<file path="config.mk">
export PLATFORM = sky130hd
export DESIGN_NAME = dram_traffic_top
export DESIGN_NICKNAME = d
export VERILOG_FILES = /design/src/hw/dram_traffic_pkg.sv /design/src/hw/dram_traffic_top.sv /design/src/hw/inflight_tracker.sv /design/src/hw/load_writer.sv /design/src/hw/request_arbiter.sv
export VERILOG_INCLUDE_DIRS = /design/src /design/src/hw
export SDC_FILE = /design/constraint.sdc
export NUM_CORES = 1
export LEC_CHECK = 0
export ABC_AREA = 1
export BUFFER_PORTS_ARGS = -buffer_cell sky130_fd_sc_hd__buf_2
export CORE_AREA = 5 5 225 227
export CTS_CLUSTER_SIZE = 40
export DETAILED_ROUTE_END_ITERATION = 8
export DIE_AREA = 0 0 230 232
export PLACE_DENSITY = 0.68
export SLEW_MARGIN = 20
export SYNTH_ARGS = -nofsm -noshare
export SYNTH_HDL_FRONTEND = slang
export SYNTH_SLANG_ARGS = --single-unit
</file>
<file path="constraint.sdc">
create_clock -name clk_dram_ctrl -period 13.1 [get_ports clk_dram_ctrl]
set_input_delay 2.62 -clock clk_dram_ctrl [delete_from_list [all_inputs] [get_ports clk_dram_ctrl]]
set_output_delay 2.62 -clock clk_dram_ctrl [all_outputs]
set_load 0.02 [all_outputs]
</file>
<file path="src/hw/dram_traffic_defs.svh">
`ifndef DRAM_TRAFFIC_DEFS_SVH
`define DRAM_TRAFFIC_DEFS_SVH

// burst-addressable memory, one 128-bit burst per address
`define ADDR_W 24
`define DATA_W 128

// running count of acknowledged requests
`define COUNT_W 16

// first burst address of the sample load
`define LOAD_BASE_ADDR 0

// max unacknowledged requests at the memory port
`define INFLIGHT_DEPTH 4

`endif

</file>
<file path="src/hw/dram_traffic_pkg.sv">
`default_nettype none

`include "dram_traffic_defs.svh"

package dram_traffic_pkg;

    typedef logic [`ADDR_W-1:0]  addr_t;
    typedef logic [`DATA_W-1:0]  data_t;
    typedef logic [`COUNT_W-1:0] count_t;

    // one request at the memory port
    typedef struct packed {
        addr_t addr;
        logic  wr;
        data_t wdata;
    } mem_req_t;

    // what the tracker needs to know per issued request
    typedef struct packed {
        logic is_read;
        logic is_last;
    } req_tag_t;

    typedef enum logic {
        LOADING,
        DONE
    } writer_state_t;

    typedef enum logic {
        IDLE,
        HOLD
    } arb_state_t;

endpackage

`default_nettype wire

</file>
<file path="src/hw/dram_traffic_top.sv">
`timescale 1ns/1ps
`default_nettype none

module dram_traffic_top (
    input  wire                             clk_dram_ctrl,
    input  wire                             rst_dram_ctrl,
    input  wire dram_traffic_pkg::data_t    i_load_data,
    input  wire                             i_load_last,
    input  wire                             i_load_valid,
    input  wire dram_traffic_pkg::addr_t    i_rd_addr,
    input  wire                             i_rd_valid,
    input  wire                             i_mem_busy,
    input  wire                             i_mem_complete,
    input  wire dram_traffic_pkg::data_t    i_mem_resp,
    output logic                            o_load_ready,
    output logic                            o_rd_ready,
    output logic                            o_mem_en,
    output dram_traffic_pkg::mem_req_t      o_mem_req,
    output dram_traffic_pkg::data_t         o_rd_data,
    output logic                            o_rd_data_valid,
    output logic                            o_load_complete,
    output dram_traffic_pkg::count_t        o_complete_count
);

    // writer to arbiter
    dram_traffic_pkg::mem_req_t wr_req;
    logic                       wr_valid;
    logic                       wr_last;
    logic                       take;

    // arbiter to tracker
    logic                       issue;
    dram_traffic_pkg::req_tag_t issue_tag;
    logic                       tracker_full;

    load_writer load_writer_inst (
        .clk_dram_ctrl (clk_dram_ctrl),
        .rst_dram_ctrl (rst_dram_ctrl),
        .i_load_data   (i_load_data),
        .i_load_last   (i_load_last),
        .i_load_valid  (i_load_valid),
        .i_take        (take),
        .o_load_ready  (o_load_ready),
        .o_wr_req      (wr_req),
        .o_wr_valid    (wr_valid),
        .o_wr_last     (wr_last)
    );

    request_arbiter request_arbiter_inst (
        .clk_dram_ctrl   (clk_dram_ctrl),
        .rst_dram_ctrl   (rst_dram_ctrl),
        .i_wr_req        (wr_req),
        .i_wr_valid      (wr_valid),
        .i_wr_last       (wr_last),
        .i_rd_addr       (i_rd_addr),
        .i_rd_valid      (i_rd_valid),
        .i_load_complete (o_load_complete),
        .i_tracker_full  (tracker_full),
        .i_mem_busy      (i_mem_busy),
        .o_take          (take),
        .o_rd_ready      (o_rd_ready),
        .o_mem_en        (o_mem_en),
        .o_mem_req       (o_mem_req),
        .o_issue         (issue),
        .o_issue_tag     (issue_tag)
    );

    inflight_tracker inflight_tracker_inst (
        .clk_dram_ctrl    (clk_dram_ctrl),
        .rst_dram_ctrl    (rst_dram_ctrl),
        .i_issue          (issue),
        .i_issue_tag      (issue_tag),
        .i_mem_complete   (i_mem_complete),
        .i_mem_resp       (i_mem_resp),
        .o_full           (tracker_full),
        .o_rd_data        (o_rd_data),
        .o_rd_data_valid  (o_rd_data_valid),
        .o_load_complete  (o_load_complete),
        .o_complete_count (o_complete_count)
    );

endmodule

`default_nettype wire

</file>
<file path="src/hw/inflight_tracker.sv">
`timescale 1ns/1ps
`default_nettype none

`include "dram_traffic_defs.svh"

module inflight_tracker (
    input  wire                             clk_dram_ctrl,
    input  wire                             rst_dram_ctrl,
    input  wire                             i_issue,
    input  wire dram_traffic_pkg::req_tag_t i_issue_tag,
    input  wire                             i_mem_complete,
    input  wire dram_traffic_pkg::data_t    i_mem_resp,
    output logic                            o_full,
    output dram_traffic_pkg::data_t         o_rd_data,
    output logic                            o_rd_data_valid,
    output logic                            o_load_complete,
    output dram_traffic_pkg::count_t        o_complete_count
);

    localparam int DEPTH  = `INFLIGHT_DEPTH;
    localparam int PTR_W  = (DEPTH > 1) ? $clog2(DEPTH) : 1;
    localparam int FILL_W = $clog2(DEPTH + 1);

    // tags of issued requests, oldest at rd_ptr
    dram_traffic_pkg::req_tag_t tag_mem [DEPTH];
    logic [PTR_W-1:0]           wr_ptr;
    logic [PTR_W-1:0]           rd_ptr;
    logic [FILL_W-1:0]          fill;
    dram_traffic_pkg::req_tag_t head_tag;

    assign head_tag = tag_mem[rd_ptr];
    assign o_full   = (fill == FILL_W'(DEPTH));

    // tag storage
    always_ff @(posedge clk_dram_ctrl) begin
        if (i_issue) begin
            tag_mem[wr_ptr] <= i_issue_tag;
        end
    end

    always_ff @(posedge clk_dram_ctrl) begin
        if (rst_dram_ctrl) begin
            wr_ptr <= '0;
            rd_ptr <= '0;
            fill   <= '0;
        end else begin
            if (i_issue) begin
                wr_ptr <= (wr_ptr == PTR_W'(DEPTH - 1)) ? '0 : wr_ptr + 1'b1;
            end
            // completions come back in issue order
            if (i_mem_complete) begin
                rd_ptr <= (rd_ptr == PTR_W'(DEPTH - 1)) ? '0 : rd_ptr + 1'b1;
            end
            case ({i_issue, i_mem_complete})
                2'b10:   fill <= fill + 1'b1;
                2'b01:   fill <= fill - 1'b1;
                default: fill <= fill;
            endcase
        end
    end

    // completion routing, one cycle after the ack
    always_ff @(posedge clk_dram_ctrl) begin
        if (rst_dram_ctrl) begin
            o_rd_data_valid  <= 1'b0;
            o_load_complete  <= 1'b0;
            o_complete_count <= '0;
        end else begin
            o_rd_data_valid <= i_mem_complete && head_tag.is_read;
            if (i_mem_complete) begin
                o_complete_count <= o_complete_count + 1'b1;
                // last load beat acked, sticky
                if (!head_tag.is_read && head_tag.is_last) begin
                    o_load_complete <= 1'b1;
                end
            end
        end
    end

    // read payload
    always_ff @(posedge clk_dram_ctrl) begin
        if (i_mem_complete && head_tag.is_read) begin
            o_rd_data <= i_mem_resp;
        end
    end

    // memory must never ack something that was not issued
    a_no_complete_when_empty: assert property (
        @(posedge clk_dram_ctrl) disable iff (rst_dram_ctrl)
        i_mem_complete |-> (fill != '0)
    );

endmodule

`default_nettype wire

</file>
<file path="src/hw/load_writer.sv">
`timescale 1ns/1ps
`default_nettype none

`include "dram_traffic_defs.svh"

module load_writer (
    input  wire                         clk_dram_ctrl,
    input  wire                         rst_dram_ctrl,
    input  wire dram_traffic_pkg::data_t i_load_data,
    input  wire                         i_load_last,
    input  wire                         i_load_valid,
    input  wire                         i_take,
    output logic                        o_load_ready,
    output dram_traffic_pkg::mem_req_t  o_wr_req,
    output logic                        o_wr_valid,
    output logic                        o_wr_last
);

    dram_traffic_pkg::writer_state_t state;
    dram_traffic_pkg::addr_t         wr_addr;
    dram_traffic_pkg::data_t         beat_data;
    logic                            beat_last;
    logic                            beat_full;
    logic                            beat_accept;

    // single beat register refilled only once the arbiter took it
    assign o_load_ready = !beat_full && (state == dram_traffic_pkg::LOADING);
    assign beat_accept  = i_load_valid && o_load_ready;

    always_ff @(posedge clk_dram_ctrl) begin
        if (rst_dram_ctrl) begin
            state     <= dram_traffic_pkg::LOADING;
            wr_addr   <= dram_traffic_pkg::addr_t'(`LOAD_BASE_ADDR);
            beat_full <= 1'b0;
        end else begin
            if (beat_accept) begin
                beat_full <= 1'b1;
            end else if (i_take) begin
                // beat left for memory so the next one goes one burst higher
                beat_full <= 1'b0;
                wr_addr   <= wr_addr + 1'b1;
                if (beat_last) begin
                    state <= dram_traffic_pkg::DONE;
                end
            end
        end
    end

    // beat payload
    always_ff @(posedge clk_dram_ctrl) begin
        if (beat_accept) begin
            beat_data <= i_load_data;
            beat_last <= i_load_last;
        end
    end

    // write request as seen by the arbiter
    assign o_wr_req.addr  = wr_addr;
    assign o_wr_req.wr    = 1'b1;
    assign o_wr_req.wdata = beat_data;
    assign o_wr_valid     = beat_full;
    assign o_wr_last      = beat_last;

    // no take without a held beat and so no write after DONE
    a_take_only_held_beat: assert property (
        @(posedge clk_dram_ctrl) disable iff (rst_dram_ctrl)
        i_take |-> beat_full
    );

endmodule

`default_nettype wire

</file>
<file path="src/hw/request_arbiter.sv">
`timescale 1ns/1ps
`default_nettype none

module request_arbiter (
    input  wire                              clk_dram_ctrl,
    input  wire                              rst_dram_ctrl,
    input  wire dram_traffic_pkg::mem_req_t  i_wr_req,
    input  wire                              i_wr_valid,
    input  wire                              i_wr_last,
    input  wire dram_traffic_pkg::addr_t     i_rd_addr,
    input  wire                              i_rd_valid,
    input  wire                              i_load_complete,
    input  wire                              i_tracker_full,
    input  wire                              i_mem_busy,
    output logic                             o_take,
    output logic                             o_rd_ready,
    output logic                             o_mem_en,
    output dram_traffic_pkg::mem_req_t       o_mem_req,
    output logic                             o_issue,
    output dram_traffic_pkg::req_tag_t       o_issue_tag
);

    dram_traffic_pkg::arb_state_t state;
    dram_traffic_pkg::mem_req_t   req_hold;
    dram_traffic_pkg::req_tag_t   tag_hold;
    logic                         can_select;
    logic                         sel_wr;
    logic                         sel_rd;

    // new selection only from IDLE and with room in the tracker
    assign can_select = (state == dram_traffic_pkg::IDLE) && !i_tracker_full;

    // writes first, reads only after the load finished
    assign sel_wr     = can_select && i_wr_valid;
    assign o_rd_ready = can_select && !i_wr_valid && i_load_complete;
    assign sel_rd     = o_rd_ready && i_rd_valid;

    always_ff @(posedge clk_dram_ctrl) begin
        if (rst_dram_ctrl) begin
            state <= dram_traffic_pkg::IDLE;
        end else begin
            case (state)
                dram_traffic_pkg::IDLE: begin
                    if (sel_wr || sel_rd) begin
                        state <= dram_traffic_pkg::HOLD;
                    end
                end
                dram_traffic_pkg::HOLD: begin
                    // accepted once busy drops
                    if (!i_mem_busy) begin
                        state <= dram_traffic_pkg::IDLE;
                    end
                end
                default: begin
                    state <= dram_traffic_pkg::IDLE;
                end
            endcase
        end
    end

    // request and tag payload, captured at selection
    always_ff @(posedge clk_dram_ctrl) begin
        if (sel_wr) begin
            req_hold         <= i_wr_req;
            tag_hold.is_read <= 1'b0;
            tag_hold.is_last <= i_wr_last;
        end else if (sel_rd) begin
            req_hold.addr    <= i_rd_addr;
            req_hold.wr      <= 1'b0;
            req_hold.wdata   <= '0;
            tag_hold.is_read <= 1'b1;
            tag_hold.is_last <= 1'b0;
        end
    end

    // enable follows selection by one cycle
    assign o_mem_en  = (state == dram_traffic_pkg::HOLD);
    assign o_mem_req = req_hold;

    // acceptance cycle
    assign o_issue     = o_mem_en && !i_mem_busy;
    assign o_issue_tag = tag_hold;

    // writer keeps its beat until the write really went out
    assign o_take = o_issue && !tag_hold.is_read;

    // a stalled request must not move
    a_stable_while_busy: assert property (
        @(posedge clk_dram_ctrl) disable iff (rst_dram_ctrl)
        (o_mem_en && i_mem_busy) |=> o_mem_en && $stable(o_mem_req)
    );

endmodule

`default_nettype wire

</file>
### Word level (Yosys, flattened, before mapping)

Memory sizes are Yosys's and may differ from the RTL's. A register that Yosys moved wholly into a read port is not among the register bits.
Cells that the tools add are included.

| storage, ports and cells | value |
|---|---|
| output and inout bits | 302 |
| flip-flop bits (word level) | 464 |
| memories kept | 1 |
| latch bits | 0 |
| ROM bits | 0 |
| bits in writable memories | 8 |

Memory list:

| memory | depth | bits a word | read ports | clocked after Yosys merged registers in | write ports | line | RTL |
|---|---|---|---|---|---|---|---|
| inflight_tracker_inst.tag_mem | 4 | 2 | 1 | 1 | 1 | inflight_tracker.sv:25 | `dram_traffic_pkg::req_tag_t tag_mem [DEPTH];` |

| operators by class | value |
|---|---|
| $add $sub $neg | 6 |
| divide/modulo/power cells | 0 |
| muxes and demuxes | 16 |
| bitwise operators | 3 |
| shifts and indexed selects | 0 |
| reduce and logical (&&, ||, !) cells | 23 |
| equality and inequality tests | 5 |
| $mul | 0 |
| magnitude comparators | 0 |

Operators with widths:

| operator | count |
|---|---|
| $mux 153 | 2 |
| $add 24x1->24 const B | 1 |
| $add 16x1->16 const B | 1 |
| $logic_and 1x1->1 | 11 |
| $mux 1 | 8 |
| $mux 2 | 4 |
| $eq 2x2->1 const B | 3 |
| $pmux 3 s2 | 1 |
| $reduce_bool 2->1 | 3 |
| $logic_not 1->1 | 5 |
| $add 2x1->2 const B | 2 |
| $reduce_and 2->1 | 2 |
| $add 3x1->3 const B | 1 |
| $eq 3x3->1 const B | 1 |
| $not 1->1 | 3 |
| $reduce_and 3->1 | 1 |
| $sub 3x1->3 const B | 1 |
| $eq 2x1->1 const B | 1 |
| $pmux 1 s2 | 1 |
| $logic_or 1x1->1 | 1 |

### Longest topological paths before layout

| logic depth | value |
|---|---|
| depth in word-level cells | 9 |
| gate-level depth with buffers | 11 |

### By module

A second synthesis with hierarchy kept.

| second synthesis, totals | value |
|---|---|
| cell total of the unflattened synthesis | 1216 |
| area, all modules | 16951.3 µm² |

By module, submodules not included:

| module | cells each | instances | area an instance (µm²) |
|---|---|---|---|
| request_arbiter | 524 | 1 | 6180.9 |
| inflight_tracker | 339 | 1 | 5474.0 |
| load_writer | 353 | 1 | 5296.3 |

### Worst setup path after synthesis

Ideal clock, no wire load.

| timing | value |
|---|---|
| kind | in2reg |
| start | in i_mem_complete |
| end | reg inflight_tracker_inst.o_rd_data[0], enable pin |
| slack | 4258 ps |
| setup time | 616 ps |
| buffers on the path | 1 |
| stages | 3 |
| arrival | 8225 ps |
| path through | buf_2 > inv_1 > nor2_1 |

| on the way | value |
|---|---|
| cells in the longest elaborated chain, start to end | 1 |

RTL lines:

| item | line | RTL |
|---|---|---|
| start, declared | dram_traffic_top.sv:13 | `input wire i_mem_complete,` |
| $logic_and 1x1->1 | inflight_tracker.sv:82 | `if (i_mem_complete && head_tag.is_read) begin` |
| end signal, assigned | inflight_tracker.sv:83 | `o_rd_data <= i_mem_resp;` |
| end, declared | inflight_tracker.sv:14 | `output dram_traffic_pkg::data_t o_rd_data,` |

Every way passes these cells.
A chain may end at the register's enable or synchronous reset.

### Worst setup path after layout

| timing | value |
|---|---|
| start | in i_mem_complete |
| end | reg inflight_tracker_inst.o_rd_data[12], enable pin |

Same word-level chain as after synthesis.

==> impl_metrics.toml <==
[run_status]
status = "completed"

[critical_path]
crit_required_ps = 13300
r2r_cells = 7
cp-start-kind = "input pin"
worst_ep_arrival_time_ps = 4750
criticalPathCategory = "in -> reg"
crit_fanout = 80
cp-end-kind = "flop"

[final_layout]
fin_util_pct = 45.6
layoutNonFillerInstCount = 2456
final_nets = 2086
fillers = 4376
area_growth_syn_to_layout_pct = 31.9
layout-drive-gt1-share_pct = 38.6

[worst_hold_path]
min_path_cells = 2
hold_path_class = "reg -> reg"

[logic_synthesis]
muxShareOfSynthArea_pct = 0
synthAdderAreaFrac_pct = 0.717
syn_nets = 1465
syn_area_um2 = 16800
avgSynthCellArea_um2 = 14.3
synthXorXnorAreaFrac_pct = 0.157
syn_inst = 1169
synth_seq_area_share_pct = 81.6
synth_top_family_by_area = "simple AND/OR/NAND/NOR gates"
synth_compound_gate_area_share_pct = 2.32
ys_ff_latch = 474
yosysWarnings = 0
yosysUniqueCellTypes = 33
synth-simple-area-share_pct = 9.86

[sta]
slew_violations = 0
setup_viol = 0
rsz0062_at_grt = "false"
hold_viol_final = 0
clock.fmax_ghz = 0.220
setup_tns_ps = 0
skew_ps = 32.3
slew_headroom_pct = 26.1
fin_crit_ps = 4550
worst_pin_slew_ps = 1110
final.period_utilization_pct = 34.7

[floorplanning]
core_area_um2 = 48400
start_util_pct = 34.6
die_w_um = 230
dieHeight_um = 232
io_pins = 589
rows = 81
dieArea_um2 = 53400

[placed_design]
io_buffers = 588
dp_hpwl_mm = 35.8
place.gp.congestion = 0.870
place_inst = 2359

[power_and_ir_drop]
p_seq_share_pct = 50.1
p_switching_uw = 944
netSwitchingFraction_pct = 25.6
ir_drop_uv = 119
p_int_mw = 2.75
power.share.combinational_pct = 11.2
leakagePower_nw = 9.48
clkPwrFrac_pct = 38.7
p_per_area_nw_per_um2 = 167

[global_route]
grt_pass1_wl_mm = 69.0
grt_pass1_vias = 10999
grt_antenna_before_repair = 13
grt_max_degree = 81
grt_use_total_pct = 17.1
overflow = 0

[clock_tree]
cts_hold_buf = 0
post-cts-setup-buffers = 0
cts-root-buf = "clkbuf_16"
clockBufferDepth = 3
cts_htree_levels = 2
cts_tree = "built"
clock_sink_count = 474
worstSkewPairLatency_ps = 600
cts.clk_slew.worst_paths_ps = 60
numCtsBuffers = 51
cts_resized = 0

[route]
drc = 0
drt_iter0_drc = 669
wl_per_cell_um = 19.7
vias = 11004
routed_wl_mm = 48.4
firstDrtPassIters = 5
routed_via_density = 4.48
ant_nets = 0

[flow_run]
cap_violations = 0
[cell families (layout without fill, tap and decap cells)]
family | after synthesis | count (layout)
fa+ha+maj | 9 | 9
compound gates | 73 | 73
flops | 474 | 474
xor+xnor | 3 | 3
other cells | 0 | 6
simple gates | 383 | 383
buf+inv | 227 | 886
[synthesized netlist by cell type]
cell / number / area share, %
buf_4: 2 / 0.090
nor2_1: 202 / 4.5
xnor2_1: 1 / 0.052
nand4_1: 9 / 0.34
fa_1: 1 / 0.12
nand3_1: 19 / 0.57
and3_1: 1 / 0.037
nand2_2: 6 / 0.22
nor2_8: 2 / 0.24
edfxtp_1: 418 / 75
a211oi_1: 2 / 0.090
dfxtp_1: 56 / 6.7
nand3_2: 7 / 0.42
xor2_1: 2 / 0.10
nor2_4: 5 / 0.34
buf_6: 2 / 0.13
ha_1: 8 / 0.60
a21oi_1: 27 / 0.81
clkbuf_2: 1 / 0.030
a22o_1: 4 / 0.21
o21ai_0: 34 / 1.0
nand2_4: 1 / 0.067
buf_1: 4 / 0.090
nor2_2: 7 / 0.26
o21ai_1: 4 / 0.12
nand2_1: 114 / 2.6
o21a_1: 1 / 0.045
buf_2: 14 / 0.42
clkbuf_1: 4 / 0.090
inv_2: 4 / 0.090
inv_1: 196 / 4.4
nor3_1: 10 / 0.30
a31oi_1: 1 / 0.037
[flip-flops by register name, indices dropped and copies added, names as in the netlist, 2 cells and up, named ones only]
register / count
inflight_tracker_inst.fill: 3
inflight_tracker_inst.o_complete_count: 16
inflight_tracker_inst.o_rd_data: 128
inflight_tracker_inst.rd_ptr: 2
inflight_tracker_inst.tag_mem: 8
inflight_tracker_inst.wr_ptr: 2
load_writer_inst.beat_data: 128
load_writer_inst.wr_addr: 24
request_arbiter_inst.o_issue_tag: 2
request_arbiter_inst.o_mem_req: 153
[metal layers]
layer / global-route usage, % / part of all wire [%] / up-vias / routed length (um)
met1: 19.9 / 38 / 5243 / 18200
met5: 0 / 0.23 / - / 110
met3: 6.80 / 9.8 / 95 / 4760
met4: 6.58 / 3.7 / 16 / 1780
li1: - / - / 5148 / -
met2: 28.7 / 49 / 502 / 23500
[layout by cell type, fill, tap and decap left out, types with 6 or more instances in the layout]
master	instances
nor3_1	10
buf_2	588
nor2_4	6
nand4_1	9
nor2_1	201
ha_1	8
edfxtp_1	418
clkbuf_1	11
clkbuf_16	53
o21ai_0	34
a21oi_1	27
inv_1	195
diode_2	6
nand2_1	113
nand2_2	6
nor2_2	7
nand3_2	6
clkinv_2	9
buf_4	7
nand3_1	19
dfxtp_1	56
[final timing paths]
check	start	to	slack, ps
setup / recovery	i_mem_complete	inflight_tracker_inst.o_rd_data[12]	8550
hold / removal	request_arbiter_inst.o_mem_req[128]	request_arbiter_inst.o_mem_req[128]	470
setup reg to reg	flop	inflight_tracker_inst.o_rd_data[12]	10290
hold reg to reg	request_arbiter_inst.o_mem_req[128]	request_arbiter_inst.o_mem_req[128]	470
[layout make-up]
class,instances,area [um^2],area share (%)
Antenna cell,6,15.0,0.0679
Clock buffer,64,1370,6.19
Clock inverter,27,310,1.40
Inverter,200,756,3.42
Multi-Input combinational cell,468,2210,10.0
Sequential cell,474,13700,61.9
Tap cell,622,778,3.52
Timing Repair Buffer,595,3000,13.5
[metrics by stage]
| step | power [mW] | cell area (um^2) | worst slack, ps | hold WS, ps |
|---|---|---|---|---|
| floorplan | 2.12 | 16800 | 4260 | 439 |
| CTS | 3.74 | 22100 | 8640 | 469 |
| global route | 3.84 | 22100 | 8470 | 488 |
| detailed placement | 2.30 | 20400 | 8010 | 441 |
| global placement | 2.29 | 20400 | 8080 | 428 |
| finish | 3.69 | 22100 | 8550 | 467 |
[power by group through the flow]
stage          registers, mW  logic, mW  clock network [mW]
6_report                1.85      0.414                1.43
5_1_grt                 1.86      0.446                1.53
4_1_cts                 1.85      0.424                1.47
3_5_place_dp            1.88      0.422                   0
3_3_place_gp            1.88      0.416                   0
2_1_floorplan           2.01      0.112                   0
[critical path, stage by stage]
cell and delay [ps]:
buf_2 260, inv_1 190, nor2_4 130, buf_4 520, buf_4 890
(Power assumes the default switching activity.)
